==> config.mk <==
export PLATFORM = sky130hd
export DESIGN_NAME = forth_top
export DESIGN_NICKNAME = d
export VERILOG_FILES = /design/src/common/forth_pkg.sv /design/src/uart_rx.sv /design/src/uart_tx.sv /design/src/outer_interp/outer_interp.sv /design/src/token_fifo.sv /design/src/inner_interp/inner_interp.sv /design/src/forth_top.sv
export SDC_FILE = /design/constraint.sdc
export NUM_CORES = 1
export LEC_CHECK = 0
export ABC_CLOCK_PERIOD_IN_PS = 8500
export BUFFER_PORTS_ARGS = -buffer_cell sky130_fd_sc_hd__buf_2
export CORE_ASPECT_RATIO = 0.75
export CORE_MARGIN = 1
export CORE_UTILIZATION = 45
export DETAILED_ROUTE_END_ITERATION = 6
export PLACE_DENSITY = 0.66
export SETUP_SLACK_MARGIN = 0.05
export SLEW_MARGIN = 25
export SYNTH_ARGS = -nofsm -noshare
export SYNTH_HDL_FRONTEND = slang
export SYNTH_SLANG_ARGS = --single-unit
export TNS_END_PERCENT = 30
==> constraint.sdc <==
create_clock -name clk -period 8.5 [get_ports clk]
set_clock_uncertainty 0.2 [all_clocks]
set_input_delay 0.425 -clock clk [delete_from_list [all_inputs] [get_ports clk]]
set_output_delay 0.425 -clock clk [all_outputs]
set_load 0.01 [all_outputs]
==> src/common/forth_pkg.sv <==
////////////////////////////////////////////////////////////
// Shared definitions for the serial console Forth machine
// Cell and address widths, the opcode set, the token that
// travels from the outer to the inner interpreter, and the
// contents of the boot ROM and the linked dictionary
// Modules pull these in with a wildcard import
////////////////////////////////////////////////////////////
package forth_pkg;

	typedef logic [31:0] cell_t;
	typedef logic [5:0]  code_addr_t;
	typedef logic [4:0]  dict_addr_t;
	typedef logic [7:0]  char_t;

	// Opcode sits in the low 16 bits of a ROM cell
	typedef enum logic [15:0] {
		op_execute, op_lit, op_number, op_plus, op_minus, op_dup, op_drop,
		op_equal, op_zero_equal, op_branch, op_zero_branch, op_emit, op_io_led
	} op_e;

	// Number tokens carry their own value
	typedef struct packed {
		code_addr_t xt;
		cell_t      value;
	} token_t;

	localparam int BOOT_DEPTH = 48;
	localparam int DICT_DEPTH = 21;
	localparam int NAME_CELLS_MAX = 2;
	localparam code_addr_t XT_ERROR = 6'd1;
	localparam code_addr_t XT_NUMBER = 6'd21;

	typedef cell_t boot_rom_t [BOOT_DEPTH];
	typedef cell_t dict_rom_t [DICT_DEPTH];

	// Every word ends by branching back to the execute loop at 0
	function automatic boot_rom_t boot_rom_init();
		boot_rom_t rom;
		rom = '{
			0: cell_t'(op_execute),
			// Error word prints a question mark
			1: cell_t'(op_lit), 2: cell_t'("?"), 3: cell_t'(op_emit),
			4: cell_t'(op_branch), 5: 0,
			// red, green, blue
			6: cell_t'(op_lit), 7: 4, 8: cell_t'(op_io_led), 9: cell_t'(op_branch), 10: 0,
			11: cell_t'(op_lit), 12: 1, 13: cell_t'(op_io_led), 14: cell_t'(op_branch), 15: 0,
			16: cell_t'(op_lit), 17: 2, 18: cell_t'(op_io_led), 19: cell_t'(op_branch), 20: 0,
			// Digit token and led
			21: cell_t'(op_number), 22: cell_t'(op_branch), 23: 0,
			24: cell_t'(op_io_led), 25: cell_t'(op_branch), 26: 0,
			// Dot prints a space and then the digit
			39: cell_t'(op_lit), 40: cell_t'(" "), 41: cell_t'(op_emit),
			42: cell_t'(op_lit), 43: cell_t'("0"), 44: cell_t'(op_plus),
			45: cell_t'(op_emit), 46: cell_t'(op_branch), 47: 0,
			default: '0
		};
		return rom;
	endfunction

	// Entry is link, name cells, xt; a zero link ends the chain
	function automatic dict_rom_t dict_init();
		dict_rom_t d;
		d = '{
			0: 3, 1: {8'd1, "red"}, 2: 6,
			3: 7, 4: {8'd2, "gre"}, 5: {"en", 16'h0}, 6: 11,
			7: 11, 8: {8'd2, "blu"}, 9: {"e", 24'h0}, 10: 16,
			11: 14, 12: {8'd1, "led"}, 13: 24,
			14: 0, 15: {8'd1, ".", 16'h0}, 16: 39,
			default: '0
		};
		return d;
	endfunction

endpackage

==> src/uart_rx.sv <==
////////////////////////////////////////////////////////////
// Serial receiver for the console input, 8N1
// Samples each bit at mid-period and holds the byte with
// rx_valid until the outer interpreter acknowledges it
////////////////////////////////////////////////////////////
module uart_rx import forth_pkg::*; #(
	parameter int BIT_CLKS = 625
) (
	input  logic  clk,
	input  logic  reset,
	input  logic  rx,
	input  logic  rx_ack,
	output char_t rx_byte,
	output logic  rx_valid
);

	localparam int CNT_W = $clog2(BIT_CLKS);

	typedef enum logic [1:0] {st_idle, st_start, st_data, st_stop} rx_state_e;

	rx_state_e        state;
	logic [1:0]       rx_sync;
	logic [CNT_W-1:0] clk_cnt;
	logic [2:0]       bit_cnt;
	char_t            shift;
	logic             half_tick;
	logic             bit_tick;

	assign half_tick = clk_cnt == CNT_W'(BIT_CLKS / 2 - 1);
	assign bit_tick = clk_cnt == CNT_W'(BIT_CLKS - 1);

	always_ff @(posedge clk) begin
		if (!reset) begin
			state <= st_idle;
			rx_sync <= 2'b11;
			clk_cnt <= '0;
			bit_cnt <= '0;
			rx_valid <= 1'b0;
		end else begin
			// Two-flop synchronizer on the line
			rx_sync <= {rx_sync[0], rx};
			if (rx_ack)
				rx_valid <= 1'b0;
			case (state)
				st_idle: begin
					clk_cnt <= '0;
					// Held byte blocks a new frame
					if (!rx_valid && !rx_sync[1])
						state <= st_start;
				end
				st_start: begin
					if (half_tick) begin
						clk_cnt <= '0;
						bit_cnt <= '0;
						// Glitch check at middle of start bit
						state <= rx_sync[1] ? st_idle : st_data;
					end else
						clk_cnt <= clk_cnt + 1'b1;
				end
				st_data: begin
					if (bit_tick) begin
						clk_cnt <= '0;
						// LSB first
						shift <= {rx_sync[1], shift[7:1]};
						bit_cnt <= bit_cnt + 1'b1;
						if (bit_cnt == 3'd7)
							state <= st_stop;
					end else
						clk_cnt <= clk_cnt + 1'b1;
				end
				default: begin
					if (bit_tick) begin
						clk_cnt <= '0;
						state <= st_idle;
						// Framing error drops the byte
						if (rx_sync[1]) begin
							rx_valid <= 1'b1;
							rx_byte <= shift;
						end
					end else
						clk_cnt <= clk_cnt + 1'b1;
				end
			endcase
		end
	end

endmodule

==> src/uart_tx.sv <==
////////////////////////////////////////////////////////////
// Serial transmitter for the console output, 8N1
// A one-cycle tx_start while idle latches the byte
// tx_busy covers start, data and stop bits
////////////////////////////////////////////////////////////
module uart_tx import forth_pkg::*; #(
	parameter int BIT_CLKS = 625
) (
	input  logic  clk,
	input  logic  reset,
	input  logic  tx_start,
	input  char_t tx_byte,
	output logic  tx,
	output logic  tx_busy
);

	localparam int CNT_W = $clog2(BIT_CLKS);

	logic [CNT_W-1:0] clk_cnt;
	logic [3:0]       bit_cnt;
	// Data bits then the stop bit
	logic [8:0]       shift;

	always_ff @(posedge clk) begin
		if (!reset) begin
			tx <= 1'b1;
			tx_busy <= 1'b0;
			clk_cnt <= '0;
			bit_cnt <= '0;
		end else if (!tx_busy) begin
			if (tx_start) begin
				// Start bit goes out on the next cycle
				tx <= 1'b0;
				shift <= {1'b1, tx_byte};
				tx_busy <= 1'b1;
				clk_cnt <= '0;
				bit_cnt <= '0;
			end
		end else if (clk_cnt == CNT_W'(BIT_CLKS - 1)) begin
			clk_cnt <= '0;
			if (bit_cnt == 4'd9) begin
				// Stop bit has run its full period
				tx_busy <= 1'b0;
			end else begin
				tx <= shift[0];
				shift <= {1'b1, shift[8:1]};
				bit_cnt <= bit_cnt + 1'b1;
			end
		end else
			clk_cnt <= clk_cnt + 1'b1;
	end

endmodule

==> src/outer_interp/outer_interp.sv <==
////////////////////////////////////////////////////////////
// Outer interpreter
// Packs typed characters into name cells, searches the
// linked dictionary on a space, CR or LF and pushes one
// token per word into the token FIFO
// Unknown single digits become number tokens
////////////////////////////////////////////////////////////
module outer_interp import forth_pkg::*; (
	input  logic   clk,
	input  logic   reset,
	input  char_t  rx_byte,
	input  logic   rx_valid,
	output logic   rx_ack,
	input  logic   full,
	output token_t wr_token,
	output logic   push
);

	localparam dict_rom_t DICT = dict_init();
	// First cell gives its top byte to the count
	localparam int NAME_CHARS = NAME_CELLS_MAX * 4 - 1;

	typedef enum logic [2:0] {st_idle, st_link, st_cmp, st_xt, st_push} parse_state_e;

	parse_state_e state;
	cell_t        word_cells [NAME_CELLS_MAX];
	logic [3:0]   n_chars;
	logic         too_long;
	dict_addr_t   wp;
	dict_addr_t   link;
	logic [1:0]   cell_idx;
	logic [1:0]   n_cells;
	logic [2:0]   slot;
	logic         is_delim;
	char_t        first_char;
	cell_t        want;

	assign is_delim = rx_byte == " " || rx_byte == 8'd13 || rx_byte == 8'd10;
	assign n_cells = 2'(n_chars / 4) + 2'd1;
	// Byte slot of the next char, slot 0 is the count
	assign slot = 3'(n_chars + 4'd1);
	assign first_char = word_cells[0][23:16];
	// Count is merged into cell 0 only at compare time
	assign want = (cell_idx == 2'd0) ? {6'b0, n_cells, word_cells[0][23:0]}
		: word_cells[cell_idx[0]];

	assign push = state == st_push && !full;
	// Plain chars and empty words are taken at once
	// A delimiter stays held until its token is pushed
	assign rx_ack = push || (state == st_idle && rx_valid && (!is_delim || n_chars == 4'd0));

	always_ff @(posedge clk) begin
		if (!reset) begin
			state <= st_idle;
			n_chars <= '0;
			too_long <= 1'b0;
			wp <= '0;
			link <= '0;
			cell_idx <= '0;
			word_cells <= '{default: '0};
		end else begin
			case (state)
				st_idle: begin
					if (rx_valid) begin
						if (!is_delim) begin
							if (n_chars == 4'(NAME_CHARS))
								too_long <= 1'b1;
							else begin
								word_cells[slot[2]][8 * (3 - slot[1:0]) +: 8] <= rx_byte;
								n_chars <= n_chars + 1'b1;
							end
						end else if (too_long) begin
							// Overlong word never matches
							wr_token <= '{xt: XT_ERROR, value: '0};
							state <= st_push;
						end else if (n_chars != 4'd0) begin
							wp <= '0;
							state <= st_link;
						end
					end
				end
				st_link: begin
					link <= dict_addr_t'(DICT[wp]);
					wp <= wp + 1'b1;
					cell_idx <= '0;
					state <= st_cmp;
				end
				st_cmp: begin
					if (cell_idx == n_cells)
						state <= st_xt;
					else if (DICT[wp] == want) begin
						wp <= wp + 1'b1;
						cell_idx <= cell_idx + 1'b1;
					end else if (link != '0) begin
						// Next entry in the chain
						wp <= link;
						state <= st_link;
					end else begin
						// End of dictionary, try a digit
						if (n_chars == 4'd1 && first_char inside {["0":"9"]})
							wr_token <= '{xt: XT_NUMBER, value: cell_t'(first_char - "0")};
						else
							wr_token <= '{xt: XT_ERROR, value: '0};
						state <= st_push;
					end
				end
				st_xt: begin
					wr_token <= '{xt: code_addr_t'(DICT[wp]), value: '0};
					state <= st_push;
				end
				default: begin
					// Wait here while the FIFO is full
					if (!full) begin
						state <= st_idle;
						n_chars <= '0;
						too_long <= 1'b0;
						word_cells <= '{default: '0};
					end
				end
			endcase
		end
	end

endmodule

==> src/token_fifo.sv <==
////////////////////////////////////////////////////////////
// Circular token FIFO between the two interpreters
// rd_token always shows the head entry
// Push and pop may happen in the same cycle
////////////////////////////////////////////////////////////
module token_fifo import forth_pkg::*; #(
	parameter int FIFO_DEPTH = 8
) (
	input  logic   clk,
	input  logic   reset,
	input  logic   push,
	input  token_t wr_token,
	output logic   full,
	input  logic   pop,
	output token_t rd_token,
	output logic   empty
);

	localparam int PTR_W = $clog2(FIFO_DEPTH);
	localparam int CNT_W = $clog2(FIFO_DEPTH + 1);

	token_t           mem [FIFO_DEPTH];
	logic [PTR_W-1:0] wr_ptr;
	logic [PTR_W-1:0] rd_ptr;
	logic [CNT_W-1:0] count;

	assign full = count == CNT_W'(FIFO_DEPTH);
	assign empty = count == '0;
	assign rd_token = mem[rd_ptr];

	// Storage
	always_ff @(posedge clk) begin
		if (push)
			mem[wr_ptr] <= wr_token;
	end

	always_ff @(posedge clk) begin
		if (!reset) begin
			wr_ptr <= '0;
			rd_ptr <= '0;
			count <= '0;
		end else begin
			if (push)
				wr_ptr <= (wr_ptr == PTR_W'(FIFO_DEPTH - 1)) ? '0 : wr_ptr + 1'b1;
			if (pop)
				rd_ptr <= (rd_ptr == PTR_W'(FIFO_DEPTH - 1)) ? '0 : rd_ptr + 1'b1;
			// Simultaneous push and pop leave the count alone
			if (push && !pop)
				count <= count + 1'b1;
			else if (pop && !push)
				count <= count - 1'b1;
		end
	end

endmodule

==> src/inner_interp/inner_interp.sv <==
////////////////////////////////////////////////////////////
// Inner interpreter, the fetch/execute unit
// Runs boot ROM code one cell per clock, keeps a circular
// data stack, drives the LEDs and hands bytes to the UART
// Address 0 pops the next token and jumps to its code
////////////////////////////////////////////////////////////
module inner_interp import forth_pkg::*; #(
	parameter int STACK_DEPTH = 16
) (
	input  logic   clk,
	input  logic   reset,
	input  token_t rd_token,
	input  logic   empty,
	output logic   pop,
	output char_t  tx_byte,
	output logic   tx_start,
	input  logic   tx_busy,
	output logic   led_g,
	output logic   led_b,
	output logic   led_r
);

	localparam boot_rom_t ROM = boot_rom_init();
	localparam int SP_W = $clog2(STACK_DEPTH);

	code_addr_t      pc;
	cell_t           cur;
	cell_t           operand;
	op_e             op;
	cell_t           stack [STACK_DEPTH];
	logic [SP_W-1:0] dp;
	cell_t           tos;
	cell_t           nos;
	cell_t           tok_value;
	logic            emit_wait;

	////////////////////////////////////////////////////////////
	// Decode
	////////////////////////////////////////////////////////////
	assign cur = ROM[pc];
	// Inline operand of lit and branch
	assign operand = ROM[pc + 6'd1];
	assign op = op_e'(cur[15:0]);
	// dp points at the top of stack
	assign tos = stack[dp];
	assign nos = stack[dp - 1'b1];

	assign pop = op == op_execute && !empty;
	assign tx_start = op == op_emit && !emit_wait && !tx_busy;
	assign tx_byte = tos[7:0];

	////////////////////////////////////////////////////////////
	// Execute
	////////////////////////////////////////////////////////////
	always_ff @(posedge clk) begin
		if (!reset) begin
			pc <= '0;
			dp <= '0;
			emit_wait <= 1'b0;
			led_g <= 1'b1;
			led_b <= 1'b1;
			led_r <= 1'b1;
		end else begin
			case (op)
				op_execute: begin
					// Stall until a token arrives
					if (!empty) begin
						pc <= rd_token.xt;
						tok_value <= rd_token.value;
					end
				end
				op_lit: begin
					stack[dp + 1'b1] <= operand;
					dp <= dp + 1'b1;
					pc <= pc + 6'd2;
				end
				op_number: begin
					stack[dp + 1'b1] <= tok_value;
					dp <= dp + 1'b1;
					pc <= pc + 6'd1;
				end
				op_plus: begin
					stack[dp - 1'b1] <= nos + tos;
					dp <= dp - 1'b1;
					pc <= pc + 6'd1;
				end
				op_minus: begin
					stack[dp - 1'b1] <= nos - tos;
					dp <= dp - 1'b1;
					pc <= pc + 6'd1;
				end
				op_dup: begin
					stack[dp + 1'b1] <= tos;
					dp <= dp + 1'b1;
					pc <= pc + 6'd1;
				end
				op_drop: begin
					dp <= dp - 1'b1;
					pc <= pc + 6'd1;
				end
				op_equal: begin
					// True is all ones
					stack[dp - 1'b1] <= (nos == tos) ? '1 : '0;
					dp <= dp - 1'b1;
					pc <= pc + 6'd1;
				end
				op_zero_equal: begin
					stack[dp] <= (tos == '0) ? '1 : '0;
					pc <= pc + 6'd1;
				end
				op_branch:
					pc <= code_addr_t'(operand);
				op_zero_branch: begin
					dp <= dp - 1'b1;
					pc <= (tos == '0) ? code_addr_t'(operand) : pc + 6'd2;
				end
				op_emit: begin
					// Send once idle, then wait out the frame
					if (!emit_wait) begin
						if (!tx_busy) begin
							emit_wait <= 1'b1;
							dp <= dp - 1'b1;
						end
					end else if (!tx_busy) begin
						emit_wait <= 1'b0;
						pc <= pc + 6'd1;
					end
				end
				op_io_led: begin
					// Set bit lights the LED
					led_g <= !tos[0];
					led_b <= !tos[1];
					led_r <= !tos[2];
					dp <= dp - 1'b1;
					pc <= pc + 6'd1;
				end
				default:
					pc <= pc + 6'd1;
			endcase
		end
	end

endmodule

==> src/forth_top.sv <==
////////////////////////////////////////////////////////////
// Top level of the serial console Forth machine
// rx -> uart_rx -> outer_interp -> token_fifo
//    -> inner_interp -> uart_tx -> tx, plus three LEDs
// BIT_CLKS sets the baud rate from the system clock
////////////////////////////////////////////////////////////
module forth_top import forth_pkg::*; #(
	parameter int BIT_CLKS = 625,
	parameter int FIFO_DEPTH = 8,
	parameter int STACK_DEPTH = 16
) (
	input  logic clk,
	input  logic reset,
	input  logic rx,
	output logic tx,
	output logic led_g,
	output logic led_b,
	output logic led_r
);

	// Receive side
	char_t  rx_byte;
	logic   rx_valid;
	logic   rx_ack;
	// Token path
	token_t wr_token;
	token_t rd_token;
	logic   push;
	logic   full;
	logic   pop;
	logic   empty;
	// Transmit side
	char_t  tx_byte;
	logic   tx_start;
	logic   tx_busy;

	uart_rx #(.BIT_CLKS(BIT_CLKS)) u_uart_rx (
		.clk, .reset, .rx, .rx_ack, .rx_byte, .rx_valid
	);

	outer_interp u_outer_interp (
		.clk, .reset, .rx_byte, .rx_valid, .rx_ack, .full, .wr_token, .push
	);

	token_fifo #(.FIFO_DEPTH(FIFO_DEPTH)) u_token_fifo (
		.clk, .reset, .push, .wr_token, .full, .pop, .rd_token, .empty
	);

	inner_interp #(.STACK_DEPTH(STACK_DEPTH)) u_inner_interp (
		.clk, .reset, .rd_token, .empty, .pop, .tx_byte, .tx_start, .tx_busy,
		.led_g, .led_b, .led_r
	);

	uart_tx #(.BIT_CLKS(BIT_CLKS)) u_uart_tx (
		.clk, .reset, .tx_start, .tx_byte, .tx, .tx_busy
	);

endmodule

==> impl_table.tex <==
\begin{tabular}{lr}
\hline
Metric & Value \\
\hline
\multicolumn{2}{l}{\textbf{Global routing}} \\
Global-route wire length before repair & between 150 and 200 mm \\
Initial antenna violation count & 1 \\
Maximum number of pins on one net before global-route repair & 94 \\
Overall global routing resource usage & a little under a quarter \\
Met2 Usage GRT & 32.0\% \\
Met3 GRT Util & between 5 and 6\% \\
Congestion Overflow GR & 0 \\
Busiest layer in global routing & met1 \\
Global routing met1 resource utilization & between 30\% and 40\% \\
Via count of the first global-routing pass & 26,600 \\
\multicolumn{2}{l}{\textbf{Synthesis}} \\
Simple-gate area share of the yosys netlist & under 10\% \\
Sequential element share of the synthesized area & between 50\% and 60\% \\
Leading post-synthesis cells by cell area & sky130\_fd\_sc\_hd\_\_edfxtp\_1 48\%, sky130\_fd\_sc\_hd\_\_mux4\_2 17\%, sky130\_fd\_sc\_hd\_\_dfxtp\_1 7.0\% \\
Fraction of synthesis flops using an asynchronous set or reset pin & 0\% \\
Proportion of netlist area held by the largest area contributor & a little under half \\
Count of flip-flops with a built-in enable after synthesis & 680 \\
Most frequently used flop master after synthesis & sky130\_fd\_sc\_hd\_\_edfxtp\_1 \\
Synthesized instance count & between 3,000 and 4,000 \\
Synthesized flop and latch total & roughly 830 \\
Mapped Nets & 3,245 \\
Combinational family with the most area after synthesis & multiplexers \\
Area of the mapped netlist & $\sim$0.043 mm² \\
Post-synthesis adder-cell area fraction & about 3.5\% \\
Fraction of synthesized cell area in xor and xnor cells & 1.53\% \\
Compound-cell area share of the yosys netlist & under 10\% \\
Share of cell area taken by muxes after synthesis & 19.5\% \\
Most area-hungry cell type in the Yosys netlist & sky130\_fd\_sc\_hd\_\_edfxtp\_1 \\
Yosys Warn Count & 0 \\
Mean instance size in the synthesized netlist & between 10 and 15 µm² \\
Distinct cell type count of the synthesized netlist & 97 \\
\multicolumn{2}{l}{\textbf{Route}} \\
Post-DR wirelength/cell & 25.6 µm \\
Vias after detailed routing & 28,200 \\
Number of design-rule violations left by the first detailed-router iteration & about 3,600 \\
Number of vias per cell after detailed routing & 6.36 \\
DRC Markers & 4 \\
Number of iterations in the first detailed-routing pass & 7 \\
Final ANT Viol Nets & 0 \\
Routed wire length & 113 mm \\
\multicolumn{2}{l}{\textbf{Clock network}} \\
Max clock buf depth & 3 \\
Total number of H-tree levels & 3 \\
Number of gates resized after CTS & 0 \\
CTS sink cnt & slightly above 800 \\
Worst-Skew Late Latency & $\sim$0.67 ns \\
CTS tree & yes \\
Num CTS Buffers & 86 \\
Root Driver & sky130\_fd\_sc\_hd\_\_clkbuf\_16 \\
Clock-pin slew reported for the worst setup and hold paths after clock tree synthesis & 0.06 ns \\
\multicolumn{2}{l}{\textbf{STA}} \\
Final worst path period share & between 80\% and 90\% \\
Setup tns final & 0 ns \\
Actual transition at the worst max-transition pin & around 1.1 ns \\
F\_max & roughly 140 MHz \\
Setup repair after global routing missed its margin & false \\
Max Slew Vio Count & 0 \\
Hold Violations, Final & 0 \\
Minimum clock period after layout & 6.99 ns \\
Worst relative slew slack & 27.9\% \\
Final-report setup violation count & 0 \\
\multicolumn{2}{l}{\textbf{Worst setup path}} \\
Endpoint class of the critical path & flop \\
Setup crit start kind & flop \\
Reg-to-Reg Start & u\_inner\_interp.dp[0] \\
Required time at the endpoint of the critical path & 8.63 ns \\
Cells on worst reg2reg path & 15 \\
Data arrival time at the worst-slack endpoint & between 7 and 8 ns \\
Capture point of the critical path & u\_inner\_interp.stack[6][15] \\
Largest fanout of any net on the critical path & 93 \\
Reg-to-reg slack, setup & roughly 1.5 ns \\
Launching instance or port of the critical path & u\_inner\_interp.dp[0] \\
Category of the critical setup timing path & reg2reg \\
R2R Path End & u\_inner\_interp.stack[6][15] \\
\multicolumn{2}{l}{\textbf{Hold path}} \\
Worst hold path startpoint & reset \\
Hold crit path type & in2reg \\
\multicolumn{2}{l}{\textbf{Die}} \\
Boundary pin count & 7 \\
Die height & 269 µm \\
Standard-cell row count & 97 \\
Starting utilization of the core area & 45.7\% \\
Floorplan Core Area & roughly 0.094 mm² \\
Die Area & $\sim$0.096 mm² \\
Floorplan die width & roughly 360 µm \\
\multicolumn{2}{l}{\textbf{Place}} \\
Post-detailed-placement cell area & about 0.045 mm² \\
Count of buffers inserted at the top-level ports & 6 \\
Placer's final routability congestion estimate & 0.995 \\
Post-detail-place hpwl & 73.6 mm \\
DP Cell Count & 4,263 \\
\multicolumn{2}{l}{\textbf{Layout}} \\
Fraction of final layout cells with drive strength greater than 1 & 20.2\% \\
NumNets Final & $\sim$3,200 \\
Final cell count without fillers & between 4,000 and 5,000 \\
Layout fillers & just under 8,000 \\
Design Area, Final & between 0.04 and 0.05 mm² \\
Layout overhead on the synthesized area & 10.5\% \\
Ant. Diodes & 0 \\
\multicolumn{2}{l}{\textbf{Flow run}} \\
Total of max-cap violations & 0 \\
\multicolumn{2}{l}{\textbf{Outcome}} \\
Violated checks & DRC \\
Outcome & finished, violations left \\
\hline
\end{tabular}
-- worst min path at each step --
stage	end	slack [ns]	cells past startpoint
floorplan	u_uart_rx.rx_sync[1]	0.19	1
global placement	u_uart_rx.rx_byte[0]	0.21	0
detailed placement	u_uart_rx.rx_sync[1]	0.21	1
CTS	u_inner_interp.led_b	0.008	3
global route	u_inner_interp.led_g	0.03	3
finish	u_inner_interp.led_b	0.05	3
-- area by class of cell --
class	count	area [µm²]	share of cell area (%)
tap	1237	1550	3.27
timing repair buffer	97	793	1.68
clock inverter	50	504	1.06
clock buffer	112	2290	4.84
inverter	112	424	0.896
multi-input combinational	1992	18400	38.8
sequential	829	23400	49.5
-- cell usage in the layout (no fill, tap or decap), types with 17 or more instances in the layout --
master	instances
sky130_fd_sc_hd__a211oi_1	24
sky130_fd_sc_hd__nand2b_1	25
sky130_fd_sc_hd__o21ai_0	111
sky130_fd_sc_hd__xor2_1	24
sky130_fd_sc_hd__mux2_2	23
sky130_fd_sc_hd__nor3_1	46
sky130_fd_sc_hd__nor4_1	24
sky130_fd_sc_hd__ha_1	113
sky130_fd_sc_hd__nand2_1	180
sky130_fd_sc_hd__buf_4	82
sky130_fd_sc_hd__inv_1	102
sky130_fd_sc_hd__a221oi_1	18
sky130_fd_sc_hd__nor2b_1	24
sky130_fd_sc_hd__clkbuf_1	23
sky130_fd_sc_hd__nand4_1	18
sky130_fd_sc_hd__a21o_1	31
sky130_fd_sc_hd__mux2i_1	84
sky130_fd_sc_hd__and2_1	20
sky130_fd_sc_hd__o31ai_1	19
sky130_fd_sc_hd__clkinv_1	17
sky130_fd_sc_hd__xnor2_1	49
sky130_fd_sc_hd__dfxtp_1	143
sky130_fd_sc_hd__a22oi_1	54
sky130_fd_sc_hd__a21oi_1	197
sky130_fd_sc_hd__o211ai_1	22
sky130_fd_sc_hd__nand3_1	79
sky130_fd_sc_hd__edfxtp_1	680
sky130_fd_sc_hd__mux4_2	318
sky130_fd_sc_hd__clkbuf_16	87
sky130_fd_sc_hd__nor2_1	222
-- cells by family (layout without fill, tap and decap cells) --
| group | count (synthesis) | after routing |
|---|---|---|
| flip-flops | 829 | 829 |
| AND/OR/NAND/NOR | 745 | 745 |
| AO/OA/AOI/OAI | 626 | 626 |
| multiplexers | 429 | 429 |
| buffers and inverters | 304 | 371 |
| adder cells (fa/ha/maj) | 117 | 117 |
| XOR/XNOR | 75 | 75 |
-- worst max-delay path: stages (launching register included) --
cell and delay (ns):
sky130_fd_sc_hd__dfxtp_4 0.35, sky130_fd_sc_hd__buf_12 0.56, sky130_fd_sc_hd__buf_4 0.81, sky130_fd_sc_hd__mux4_2 0.62
sky130_fd_sc_hd__mux4_2 0.54, sky130_fd_sc_hd__ha_1 0.51, sky130_fd_sc_hd__nor2b_1 0.12, sky130_fd_sc_hd__nor4b_1 0.42
sky130_fd_sc_hd__nor4b_1 0.49, sky130_fd_sc_hd__nor3_1 0.21, sky130_fd_sc_hd__a21oi_1 0.27, sky130_fd_sc_hd__o21bai_1 0.10
sky130_fd_sc_hd__a221oi_1 0.31, sky130_fd_sc_hd__xor2_1 0.18, sky130_fd_sc_hd__a21oi_1 0.10, sky130_fd_sc_hd__o21ai_1 0.80
-- synthesized netlist by cell type, types with 7 or more instances --
library cell and instances:
sky130_fd_sc_hd__nor3_1 52, sky130_fd_sc_hd__nor2b_1 25, sky130_fd_sc_hd__nand3b_1 11, sky130_fd_sc_hd__nor4_1 25, sky130_fd_sc_hd__o21bai_1 14, sky130_fd_sc_hd__o22ai_1 10
sky130_fd_sc_hd__nand2_1 180, sky130_fd_sc_hd__mux2i_1 84, sky130_fd_sc_hd__o21a_1 11, sky130_fd_sc_hd__o31ai_1 19, sky130_fd_sc_hd__ha_1 114, sky130_fd_sc_hd__clkbuf_1 125
sky130_fd_sc_hd__a211oi_1 24, sky130_fd_sc_hd__inv_1 103, sky130_fd_sc_hd__nand4_1 18, sky130_fd_sc_hd__or2_2 11, sky130_fd_sc_hd__a22o_1 11, sky130_fd_sc_hd__o2111ai_1 8
sky130_fd_sc_hd__and3_1 13, sky130_fd_sc_hd__a211o_1 7, sky130_fd_sc_hd__and2_1 20, sky130_fd_sc_hd__a21o_1 31, sky130_fd_sc_hd__a21oi_1 197, sky130_fd_sc_hd__o31a_1 7
sky130_fd_sc_hd__a2111oi_0 11, sky130_fd_sc_hd__o211ai_1 22, sky130_fd_sc_hd__buf_4 8, sky130_fd_sc_hd__xor2_1 24, sky130_fd_sc_hd__a221oi_1 18, sky130_fd_sc_hd__mux4_2 318
sky130_fd_sc_hd__xnor2_1 51, sky130_fd_sc_hd__nor2_1 239, sky130_fd_sc_hd__nand3_1 79, sky130_fd_sc_hd__o21ai_0 112, sky130_fd_sc_hd__buf_1 23, sky130_fd_sc_hd__edfxtp_1 680
sky130_fd_sc_hd__mux2_2 23, sky130_fd_sc_hd__a22oi_1 54, sky130_fd_sc_hd__dfxtp_1 149, sky130_fd_sc_hd__buf_2 24, sky130_fd_sc_hd__buf_6 9, sky130_fd_sc_hd__o21ai_1 10
sky130_fd_sc_hd__or3_1 13, sky130_fd_sc_hd__a31oi_1 16, sky130_fd_sc_hd__nand2b_1 25
-- sequential cells by signal, indices dropped and copies added, names as in the netlist, 9 cells and up, named ones only --
name and flops:
u_token_fifo.mem 120, u_uart_rx.clk_cnt 10, u_outer_interp.wr_token 15, u_inner_interp.stack 512, u_outer_interp.word_cells 56, u_inner_interp.tok_value 9, u_uart_tx.clk_cnt 10
-- stage by stage --
| stage | setup slack [ns] | utilization [%] | hold slack (ns) |
|---|---|---|---|
| 2_1_floorplan | 1.04 | - | 0.186 |
| 3_3_place_gp | 1.58 | 47.4 | 0.206 |
| 3_5_place_dp | 1.46 | 47.4 | 0.208 |
| 5_1_grt | 0.974 | 50.5 | 0.0322 |
| 4_1_cts | 1.43 | 50.4 | 0.00787 |
| 6_report | 1.51 | 50.5 | 0.0489 |
-- repair_timing --
action | CTS | global route
buffers inserted | 0 | 0
endpoints found under the hold margin | 1 | 0
hold buffers | 1 | 0
-- routing by layer --
metal | wire length, µm | vias to the layer above
li1 | - | 12300
met1 | 51200 | 14200
met2 | 47500 | 1471
met3 | 12200 | 165
met4 | 2380 | 0
met5 | 0 | -
Power is not shown: default switching activity piles up to over one toggle a cycle in this logic, so the estimate is an artifact.
